===== src/switch_pkg.sv =====
`default_nettype none

package switch_pkg;

  // ########################################
  // Sizes
  // ########################################

  localparam int num_ports  = 9;
  localparam int frame_bits = 80;

  // Port number, 0..4 are 1p..5p and 5..8 are 1n..4n
  typedef logic [3:0] port_index_t;

  // Cycles within one grant, 0..160
  typedef logic [7:0] bit_count_t;

  // ########################################
  // Header layout, MSB first on the wire
  // ########################################

  typedef struct packed {
    logic [7:0]  preamble;
    logic [7:0]  src_addr;
    logic [7:0]  dest_addr;
    logic [7:0]  clock_freq;
    logic [15:0] data_length;
    logic [15:0] data_size;
    logic [15:0] data_crc;
  } header_t;

  // Same 80 bits as fields or as a flat shift vector
  typedef union packed {
    header_t               header;
    logic [frame_bits-1:0] bits;
  } frame_t;

  // ########################################
  // Address map
  // ########################################

  // 0x00..0x03 reach the n ports
  localparam logic [7:0] addr_n_base  = 8'h00;
  localparam int         addr_n_count = 4;

  // 0xF0..0xF4 reach the p ports
  localparam logic [7:0] addr_p_base  = 8'hF0;
  localparam int         addr_p_count = 5;

endpackage

`default_nettype wire


===== src/frame_forwarder.sv =====
`timescale 1ns/10ps
`default_nettype none

module frame_forwarder
(
  input  logic                             core_clock,
  input  logic                             clk1p,
  input  logic                             grant_active,
  input  switch_pkg::frame_t               frame,
  input  logic                             frame_loaded,
  output logic [switch_pkg::num_ports-1:0] dout,
  output logic                             frame_done
);

  import switch_pkg::*;

  logic [frame_bits-1:0] shift_reg;
  bit_count_t            out_count;
  logic                  sending;
  logic                  last_bit;
  port_index_t           decode_port;
  logic                  decode_hit;
  port_index_t           target_port;
  logic                  target_hit;
  logic [7:0]            offset_n;
  logic [7:0]            offset_p;

  // ########################################
  // Destination decode
  // ########################################

  always_comb
  begin
    offset_n    = frame.header.dest_addr - addr_n_base;
    offset_p    = frame.header.dest_addr - addr_p_base;
    decode_hit  = 1'b0;
    decode_port = '0;
    if (offset_p < 8'(addr_p_count))
    begin
      decode_hit  = 1'b1;
      decode_port = port_index_t'(offset_p);
    end
    else if (offset_n < 8'(addr_n_count))
    begin
      // n ports sit right after the p ports
      decode_hit  = 1'b1;
      decode_port = port_index_t'(addr_p_count) + port_index_t'(offset_n);
    end
  end

  // ########################################
  // Serial output
  // ########################################

  assign last_bit   = sending && (out_count == bit_count_t'(frame_bits - 1));
  assign frame_done = grant_active && last_bit;

  always_ff @(posedge core_clock or posedge clk1p)
  begin
    if (clk1p)
    begin
      sending   <= 1'b0;
      out_count <= '0;
    end
    else if (!grant_active)
    begin
      sending   <= 1'b0;
      out_count <= '0;
    end
    else if (frame_loaded)
    begin
      sending   <= 1'b1;
      out_count <= '0;
    end
    else if (sending)
    begin
      if (last_bit)
      begin
        sending <= 1'b0;
      end
      out_count <= out_count + 1'b1;
    end
  end

  always_ff @(posedge core_clock)
  begin
    if (frame_loaded)
    begin
      shift_reg   <= frame.bits;
      target_port <= decode_port;
      target_hit  <= decode_hit;
    end
    else if (sending)
    begin
      shift_reg <= shift_reg << 1;
    end
  end

  // Unknown destination keeps every line quiet
  always_comb
  begin
    dout = '0;
    if (grant_active && sending && target_hit)
    begin
      dout[target_port] = shift_reg[frame_bits-1];
    end
  end

endmodule

`default_nettype wire


===== src/frame_receiver.sv =====
`timescale 1ns/10ps
`default_nettype none

module frame_receiver
(
  input  logic                             core_clock,
  input  logic                             clk1p,
  input  logic [switch_pkg::num_ports-1:0] din,
  input  logic                             grant_active,
  input  switch_pkg::port_index_t          grant_port,
  output switch_pkg::frame_t               frame,
  output logic                             frame_loaded
);

  import switch_pkg::*;

  bit_count_t bit_count;
  logic       capture;

  // First 80 granted cycles carry the header
  assign capture = grant_active && (bit_count < bit_count_t'(frame_bits));

  // Counts cycles of the current grant
  always_ff @(posedge core_clock or posedge clk1p)
  begin
    if (clk1p)
    begin
      bit_count <= '0;
    end
    else if (!grant_active)
    begin
      bit_count <= '0;
    end
    else
    begin
      bit_count <= bit_count + 1'b1;
    end
  end

  // Deserializer, first bit ends up in the MSB
  always_ff @(posedge core_clock)
  begin
    if (capture)
    begin
      frame.bits <= {frame.bits[frame_bits-2:0], din[grant_port]};
    end
  end

  // Cycle 81 of the grant
  assign frame_loaded = grant_active && (bit_count == bit_count_t'(frame_bits));

endmodule

`default_nettype wire


===== src/port_arbiter.sv =====
`timescale 1ns/10ps
`default_nettype none

module port_arbiter
(
  input  logic                             core_clock,
  input  logic                             clk1p,
  input  logic [switch_pkg::num_ports-1:0] req,
  input  logic                             frame_done,
  output logic [switch_pkg::num_ports-1:0] gnt,
  output logic                             grant_active,
  output switch_pkg::port_index_t          grant_port
);

  import switch_pkg::*;

  logic                 pick_valid;
  port_index_t          pick_port;
  logic [num_ports-1:0] pick_onehot;
  logic                 release_grant;

  // Fixed priority, port 0 first
  always_comb
  begin
    pick_port = '0;
    for (int i = num_ports - 1; i >= 0; i--)
    begin
      if (req[i])
      begin
        pick_port = port_index_t'(i);
      end
    end
    pick_onehot = '0;
    pick_onehot[pick_port] = pick_valid;
  end

  assign pick_valid = |req;

  // End of frame or the requester gave up
  assign release_grant = frame_done || !req[grant_port];

  // ########################################
  // Grant FSM, idle is grant_active low
  // ########################################

  always_ff @(posedge core_clock or posedge clk1p)
  begin
    if (clk1p)
    begin
      gnt          <= '0;
      grant_active <= 1'b0;
      grant_port   <= '0;
    end
    else if (grant_active)
    begin
      // Always back to idle for one cycle
      if (release_grant)
      begin
        gnt          <= '0;
        grant_active <= 1'b0;
      end
    end
    else if (pick_valid)
    begin
      gnt          <= pick_onehot;
      grant_active <= 1'b1;
      grant_port   <= pick_port;
    end
  end

endmodule

`default_nettype wire


===== src/switch_arbiter.sv =====
`timescale 1ns/10ps
`default_nettype none

module switch_arbiter
(
  input  logic                             core_clock,
  input  logic                             clk1p,
  input  logic [switch_pkg::num_ports-1:0] req,
  input  logic [switch_pkg::num_ports-1:0] din,
  output logic [switch_pkg::num_ports-1:0] gnt,
  output logic [switch_pkg::num_ports-1:0] dout
);

  import switch_pkg::*;

  logic        grant_active;
  port_index_t grant_port;
  frame_t      frame;
  logic        frame_loaded;
  logic        frame_done;

  // Grant ownership
  port_arbiter i_port_arbiter
  (
    .core_clock   (core_clock),
    .clk1p        (clk1p),
    .req          (req),
    .frame_done   (frame_done),
    .gnt          (gnt),
    .grant_active (grant_active),
    .grant_port   (grant_port)
  );

  // Header capture from the granted port
  frame_receiver i_frame_receiver
  (
    .core_clock   (core_clock),
    .clk1p        (clk1p),
    .din          (din),
    .grant_active (grant_active),
    .grant_port   (grant_port),
    .frame        (frame),
    .frame_loaded (frame_loaded)
  );

  // Replay toward the destination port
  frame_forwarder i_frame_forwarder
  (
    .core_clock   (core_clock),
    .clk1p        (clk1p),
    .grant_active (grant_active),
    .frame        (frame),
    .frame_loaded (frame_loaded),
    .dout         (dout),
    .frame_done   (frame_done)
  );

endmodule

`default_nettype wire


===== config.mk =====
export PLATFORM = sky130hd
export DESIGN_NAME = switch_arbiter
export DESIGN_NICKNAME = d
export VERILOG_FILES = /design/src/switch_pkg.sv /design/src/frame_forwarder.sv /design/src/frame_receiver.sv /design/src/port_arbiter.sv /design/src/switch_arbiter.sv
export SDC_FILE = /design/constraint.sdc
export NUM_CORES = 1
export LEC_CHECK = 0
export ABC_CLOCK_PERIOD_IN_PS = 7510
export BUFFER_PORTS_ARGS = -buffer_cell sky130_fd_sc_hd__clkbuf_2
export CORE_MARGIN = 3
export CORE_UTILIZATION = 50
export DETAILED_ROUTE_END_ITERATION = 8
export PLACE_DENSITY_LB_ADDON = 0.05
export SLEW_MARGIN = 5
export SYNTH_ARGS = -nofsm -noshare
export SYNTH_HDL_FRONTEND = slang
export SYNTH_SLANG_ARGS = --single-unit

===== constraint.sdc =====
create_clock -name core_clock -period 7.51 [get_ports core_clock]
set_input_delay 1.1265 -clock core_clock [delete_from_list [all_inputs] [get_ports core_clock]]
set_output_delay 1.1265 -clock core_clock [all_outputs]
set_load 0.01 [all_outputs]

# Word level (Yosys, flattened, before mapping)
# Index checks and enable logic that the tools add are counted.
# Widths: inputs -> output; s select.
# totals
memories	0
inputBits	20
mem_bits_ro	0
mem_bits_rw	0
wordCells	81
regBits	196
latch_bits	0
# classes
div	0
bitwise	3
add_sub_neg	4
eq_ne	4
magnitude_cmp	8
multipliers	0
muxes	37
n_reduce_logical	15
shift	0
# op_table
cell	count
$mux 80	2
$mux 4	11
$mux 9	4
$mux 8	4
$and 9x9->9	2
$add 8x1->8 const B	2
$eq 8x7->1 const B	2
$lt 8x3->1 const B	2
$lt 4x5->1 const B	3
$mux 1	12
$reduce_or 9->1	1
$bmux 1 s4	2
$demux 1 s4	2
$ge 4x1->1 const B	2
$logic_and 1x1->1	8
$lt 8x7->1 const B	1
$sub 8x8->8 const B	1
$add 3x4->4 const A	1
$reduce_and 2->1	2
$reduce_bool 2->1	2
$ne 3x2->1 const B	1
$ne 2x2->1 const B	1
$logic_not 1->1	1
$logic_or 1x1->1	1
$not 1->1	1

# Logic depth before layout (Yosys ltp)
# Gate-level depths: netlist of run 1.
# logic_depth
word_depth	16
depth_mapped	7

# By module
# Synthesis of run 1 repeated with hierarchy kept, for this count alone.
# unflattened
cells_unflattened	455
area_unflattened_um2	7776.2
# by_module_without_submodules
mod	instances	area_per_inst_um2	seq_area_each_um2	cells_each
frame_forwarder	1	4160.2	2777.7	254
frame_receiver	1	2891.5	2602.5	132
port_arbiter	1	724.4	350.3	69

# Worst setup path before layout of run 1
# OpenSTA, ideal clock, no wires.
# synth_timing
kind	register to register
from	register i_port_arbiter.grant_active
to	register i_frame_receiver.frame[0] (netlist name), enable pin
path_slack_ns	0.376
t_arrival_ns	6.517
path_buffers	2
required_ns	6.893
stages_incl_launch_ff	5
cell_sequence	dfrtp_1 > clkbuf_1 > inv_1 > clkbuf_1 > nor3_1
# synth_between
elab_chain_cells	1
# synth_lines
element	line_no	source
start: declaration	port_arbiter.sv:11	output logic grant_active,
start signal: assignment	port_arbiter.sv:51	grant_active <= 1'b0;
start signal: assignment	port_arbiter.sv:60	grant_active <= 1'b0;
start signal: assignment	port_arbiter.sv:66	grant_active <= 1'b1;
$logic_and 1x1->1	frame_receiver.sv:21	assign capture = grant_active && (bit_count < bit_count_t'(frame_bits));
via i_frame_receiver.capture	frame_receiver.sv:18	logic capture;
end: declaration	frame_receiver.sv:11	output switch_pkg::frame_t frame,
# The timed path passes the listed nets, and every way through them passes these cells.
# A chain may end at the register's enable or synchronous reset.

# Worst setup path in the final report of run 1
# layout_timing
from	register i_port_arbiter.grant_active
to	output port dout[5] (netlist name)
# layout_between
elab_chain_cells	3
# layout_lines
element	line_no	source
$logic_and 1x1->1 (2 in a row)	frame_forwarder.sv:103	if (grant_active && sending && target_hit)
$mux 9	frame_forwarder.sv:103	
end: declaration	switch_arbiter.sv:11	output logic [switch_pkg::num_ports-1:0] dout
# No other way between the ends.

==> results of run 1 <==
==> power breakdown <==
| group | internal [uW] | switching [uW] | leakage [uW] |
|---|---|---|---|
| Combinational | 81.5 | 198 | 0.000903 |
| Sequential | 1560 | 175 | 0.00185 |
| Clock | 455 | 372 | 0.000262 |
| Total | 2090 | 745 | 0.00302 |
==> metal layers <==
metal,up-vias,GRT usage [%],wire length (um)
li1,1946,-,-
met1,2076,20.31,5772
met2,61,22.98,5943
met3,12,4.275,399
met4,0,5.543,172
met5,-,0,0
==> path summary, 6_finish.rpt <==
check	depth (start not counted)	endpoint
max reg2reg	6	i_frame_forwarder.shift_reg[0]
min	0	i_frame_receiver.frame[33]
max in group asynchronous	3	i_frame_forwarder.out_count[6]
min in group asynchronous	3	i_frame_receiver.bit_count[0]
max	5	dout[5]
min reg2reg	0	i_frame_receiver.frame[33]
==> stage by stage <==
step                      total power (uW)  hold slack [ns]
after global placement                2029           0.4230
after global routing                  2997           0.4526
after detailed placement              2042           0.4288
after CTS                             2884           0.4428
final                                 2840           0.4439
after floorplan                       1920           0.4174
==> worst reg2reg max path: stages (launching register included) <==
cell,delay (ns)
dfrtp_1,0.43
and4bb_2,0.27
nand4_1,0.09
buf_4,0.27
buf_4,0.70
inv_1,0.33
and2_1,0.24
==> cells in the mapped netlist (all sizes together) (3+ instances only) <==
cell type	count
edfxtp	165
mux2	77
dfrtp	31
nor2	30
nand2	26
nand3	14
inv	13
o21ai	12
clkbuf	11
nand4	10
nor3	10
buf	9
xor2	7
xnor2	6
ha	5
o2111ai	5
and2	4
and3	4
mux2i	4
nor4b	4
a21oi	3
a22oi	3
mux4	3
nand2b	3
nor4	3
o31ai	3
==> placed cells by master (no fill, tap or decap), types with 5 or more instances in the layout <==
master,synthesis,routed
dfrtp_1,31,31
ha_1,5,5
nor3_1,9,8
edfxtp_1,165,165
nand2_1,26,26
xnor2_1,6,6
xor2_1,7,7
nor2_1,30,30
o2111ai_1,5,5
o21ai_0,12,12
mux2_2,77,77
inv_1,13,13
nand3_1,14,14
nand4_1,10,10
clkbuf_16,0,17
clkbuf_2,0,37
==> kinds of logic (layout without fill, tap and decap cells) <==
logic type,after synthesis,in the layout
AOI/OAI and AO/OA,38,38
xor gates and xnor gates,13,13
adders and majority gates,5,5
buffers and inverters,33,84
DFF,196,196
muxes,84,84
and+or+nand+nor,119,119
==> layout make-up <==
type                            count  area [um^2]
Sequential cell                   196         5731
Fill cell                        1237         6504
Clock inverter                     12        107.6
Inverter                           13        48.80
Tap cell                          211        264.0
Timing Repair Buffer               41        215.2
Clock buffer                       18        429.2
Multi-Input combinational cell    259         2072
==> flow_summary.yaml, run 1 <==
worst_setup_path:
  slowest_stage: "dfrtp_1"
  worstSetupPathType: "reg2out"
  critPathLaunchType: "flip-flop"
  reg2reg_from: "i_frame_receiver.bit_count[4]"
  startpoint: "i_port_arbiter.grant_active"
  path_buf_inv: 1
  cp_slowest_stage_delay_ns: 0.65
  timing.reg2reg.setup_slack_ns: 4.93
  crit_chain: "nand4_1, nor2_1, nand2_1, nor3b_1, clkbuf_2"
  end_kind: "primary output"
  crit_family: "simple AND/OR/NAND/NOR gates"
  worstPathMaxFanout: 12
  arrival_ns: 1.96
  worstPathRequired_ns: 6.38
floorplan:
  die_y_um: 132.0
  coreArea_um2: 15370
  rows: 45
  fp.dieArea_um2: 17420
  start_util_pct: 51.64
  num_io_pins: 38
  die-width_um: 132.0
sta:
  final_max_slew_viol_count: 0
  fin_tns_setup_ns: 0
  post-route-period-util_pct: 41.06
  setup_slack_ns: 4.427
  fin_crit_ns: 3.083
  final-setup-viol-count: 0
  skew_ns: 0.008636
  hold_viol: 0
  rsz0062_at_grt: "false"
  worst_slew_pin_slew_ns: 1.123
  max_clock_freq_mhz: 324.3
  slew_headroom_pct: 25.12
yosys:
  ys.warnings.count: 0
  synth_flop_cell: "edfxtp_1"
  synth_compound_area_share_pct: 3.499
  netlist_instances: 488
  seq_area_frac_synth_pct: 72.19
  synth-xor-area-share_pct: 1.434
  syn_area_um2: 7938
  synthSimpleGateAreaFrac_pct: 7.945
  synth_edf_count: 165
  postSynthAreaPerCell_um2: 16.27
  async_reset_ff_share_pct: 15.82
  yosys.area.top_type: "edfxtp_1"
  ys_seq_elements: 196
  syn-num-nets: 513
  synthMuxAreaShare_pct: 12.28
  synthAdderAreaFrac_pct: 0.7881
  synth_top_family_by_area: "multiplexers"
  yosys.area.top_type_share_pct: 62.42
  synth_area_leaders: "edfxtp_1, mux2_2, dfrtp_1"
  synth.distinct_cells: 52
power_and_ir_drop:
  power.density_nw_per_um2: 320.3
  peakVddDrop_mv: 0.1848
  p_leak_uw: 0.003015
clocking:
  ctsHtreeMaxLevel: 4
  clk_path_buf_depth: 2
  cts_tree: "built"
  post_cts_buffers: 0
  numCtsBuffers: 17
  cts_hold_buf: 0
  clk_pin_slew_worst_paths_ns: 0.07
  root_buffer: "clkbuf_16"
  cts_sinks: 196
  insertion_delay_ns: 0.41
  cts_resized: 0
place:
  port_buffers: 37
  place_ws_ns: 4.805
  place_inst: 720
  hpwl_um: 7190
  place.gp.congestion: 0.8158
  place_area_um2: 8330
layout:
  areaGrowthSynthToFinish_pct: 11.71
  layoutNonFillerInstCount: 750
  nets: 553
  finalCoreUtilization_pct: 57.69
  diodes: 0
  stdcell_area_um2: 8867
  drive_gt1_share_pct: 29.50
drt:
  routedWlPerCell_um: 16.38
  first_pass_iters: 6
  drt_iter0_markers: 239
  ant_nets: 0
  vias: 4095
  via_per_inst: 5.460
  drc: 0
  drt-total-wl_um: 12290
grt:
  overflow: 0
  grt_pass1_vias: 4111
  grt_start_max_net_pins: 81
  grt_use_total_pct: 14.89
  grt_pass1_wl_um: 20630
  antenna_found_initial: 0
job:
  cap_violations: 0
worst_hold_path:
  hp-start: "i_frame_receiver.frame[32]"
  min_path_type: "reg2reg"
status:
  status: "finished clean"
Power figures use the tool's default switching activity.
==> inputs of run 2 (changes only) <==
Settings changed: ABC_CLOCK_PERIOD_IN_PS 7510 to 2700.
Clock period 7.51 ns to 2.7 ns, I/O delays scaled along.
==> flow_summary.yaml, run 2 (same netlist as run 1, synthesis figures left out) <==
status:
  status: "finished clean"
sta:
  skew_ns: 0.008558
  max_clock_freq_mhz: 420.4
  worst_slew_pin_slew_ns: 0.7801
  fin_crit_ns: 2.379
  slew_headroom_pct: 47.26
  final-setup-viol-count: 0
  fin_hold_ws_ns: 0.03377
  final_max_slew_viol_count: 0
  hold_viol: 0
  post-route-period-util_pct: 88.11
  rsz0062_at_grt: "false"
  fin_tns_setup_ns: 0
layout:
  fill_cells: 1157
  nets: 558
  final_cell_mix: "edfxtp_1, mux2_2, clkbuf_2"
  layout_commonest_cell: "edfxtp_1"
  finalCoreUtilization_pct: 58.82
  diodes: 0
  drive_gt1_share_pct: 30.28
  areaGrowthSynthToFinish_pct: 13.90
  multiInputGateArea_um2: 2078
  seq_area_um2: 5731
floorplan:
  num_io_pins: 38
  start_util_pct: 51.64
  die_y_um: 132.0
  fp.dieArea_um2: 17420
  coreArea_um2: 15370
  rows: 45
  die-width_um: 132.0
grt:
  grt_pass1_vias: 4166
  grt_start_max_net_pins: 49
  antenna_found_initial: 0
  overflow: 0
  grt_use_total_pct: 15.10
  grt_pass1_wl_um: 21100
drt:
  routedWlPerCell_um: 16.20
  drt-total-wl_um: 12250
  drt_iter0_markers: 377
  via_per_inst: 5.358
  drc: 0
  vias: 4051
  first_pass_iters: 4
  ant_nets: 0
clocking:
  numCtsBuffers: 17
  cts_tree: "built"
  root_buffer: "clkbuf_16"
  clk_pin_slew_worst_paths_ns: 0.07
  cts_sinks: 196
  clk_path_buf_depth: 2
  insertion_delay_ns: 0.42
  post_cts_buffers: 0
  cts_resized: 0
  ctsHtreeMaxLevel: 4
  cts_hold_buf: 0
power_and_ir_drop:
  p_leak_uw: 0.003090
  total_power_uw: 8239
  power.density_nw_per_um2: 911.3
  peakVddDrop_mv: 0.5952
worst_setup_path:
  arrival_ns: 1.97
  reg2reg_from: "i_frame_receiver.bit_count[7]"
  worstPathMaxFanout: 9
  timing.reg2reg.setup_slack_ns: 0.68
  worstSetupPathType: "reg2out"
  worstPathRequired_ns: 2.30
  critPathLaunchType: "flip-flop"
  timing.rr.end: "i_frame_forwarder.shift_reg[69]"
  ff2ff_path_depth: 5
  end_kind: "primary output"
job:
  cap_violations: 0
place:
  hpwl_um: 7544
  port_buffers: 37
  place.gp.congestion: 0.7784
worst_hold_path:
  min_path_type: "in2async"
==> run 2: critical path, cell delays in order, from the launching register on <==
cell	delay [ns]
dfrtp_1	0.60
nand4_1	0.26
nor2_1	0.15
nand2_1	0.11
nor3b_1	0.24
clkbuf_2	0.19
==> run 2: stage by stage <==
stage / cell area (um^2) / setup slack, ns / instances
finish: 9041 / 0.3211 / 756
global route: 9041 / 0.1456 / 756
floorplan: 7976 / -0.3931 / 488
CTS: 9041 / 0.2910 / 756
detailed placement: 8429 / 0.6612 / 725
global placement: 8429 / 0.6797 / 725
==> run 2: per-layer routing <==
| layer | GRT usage (%) | share of wire (%) | vias up | wire length [um] |
|---|---|---|---|---|
| met3 | 4.237 | 3.3 | 10 | 407 |
| met5 | 0 | 0 | - | 0 |
| met2 | 22.63 | 47 | 51 | 5818 |
| met4 | 5.076 | 1.0 | 0 | 127 |
| li1 | - | - | 1964 | - |
| met1 | 21.49 | 48 | 2026 | 5895 |
==> run 2: area by class of cell <==
class                      count  share of cell area (%)
inverter                      13                  0.5951
timing repair buffer          46                   3.349
clock buffer                  17                   4.705
sequential                   196                   63.38
tap                          211                   2.920
clock inverter                14                   2.062
multi-input combinational    259                   22.99
==> run 2: where the power goes <==
part	internal (uW)	switching [uW]	total [uW]	leakage [uW]
sequential	4330	455	4780	0.00185
clock	1540	1050	2590	0.000292
combinational	257	605	862	0.000948
total	6130	2110	8240	0.00309
==> run 2: worst max-delay path by stage <==
stage                                   from                              end  depth (start not counted)
2_1_floorplan    i_port_arbiter.grant_active        i_frame_receiver.frame[0]                          4
3_3_place_gp   i_frame_receiver.bit_count[7]  i_frame_forwarder.shift_reg[56]                          5
3_5_place_dp   i_frame_receiver.bit_count[7]  i_frame_forwarder.shift_reg[58]                          5
4_1_cts            i_frame_forwarder.sending                          dout[6]                          5
5_1_grt            i_frame_forwarder.sending                          dout[6]                          5
6_report           i_frame_forwarder.sending                          dout[6]                          5
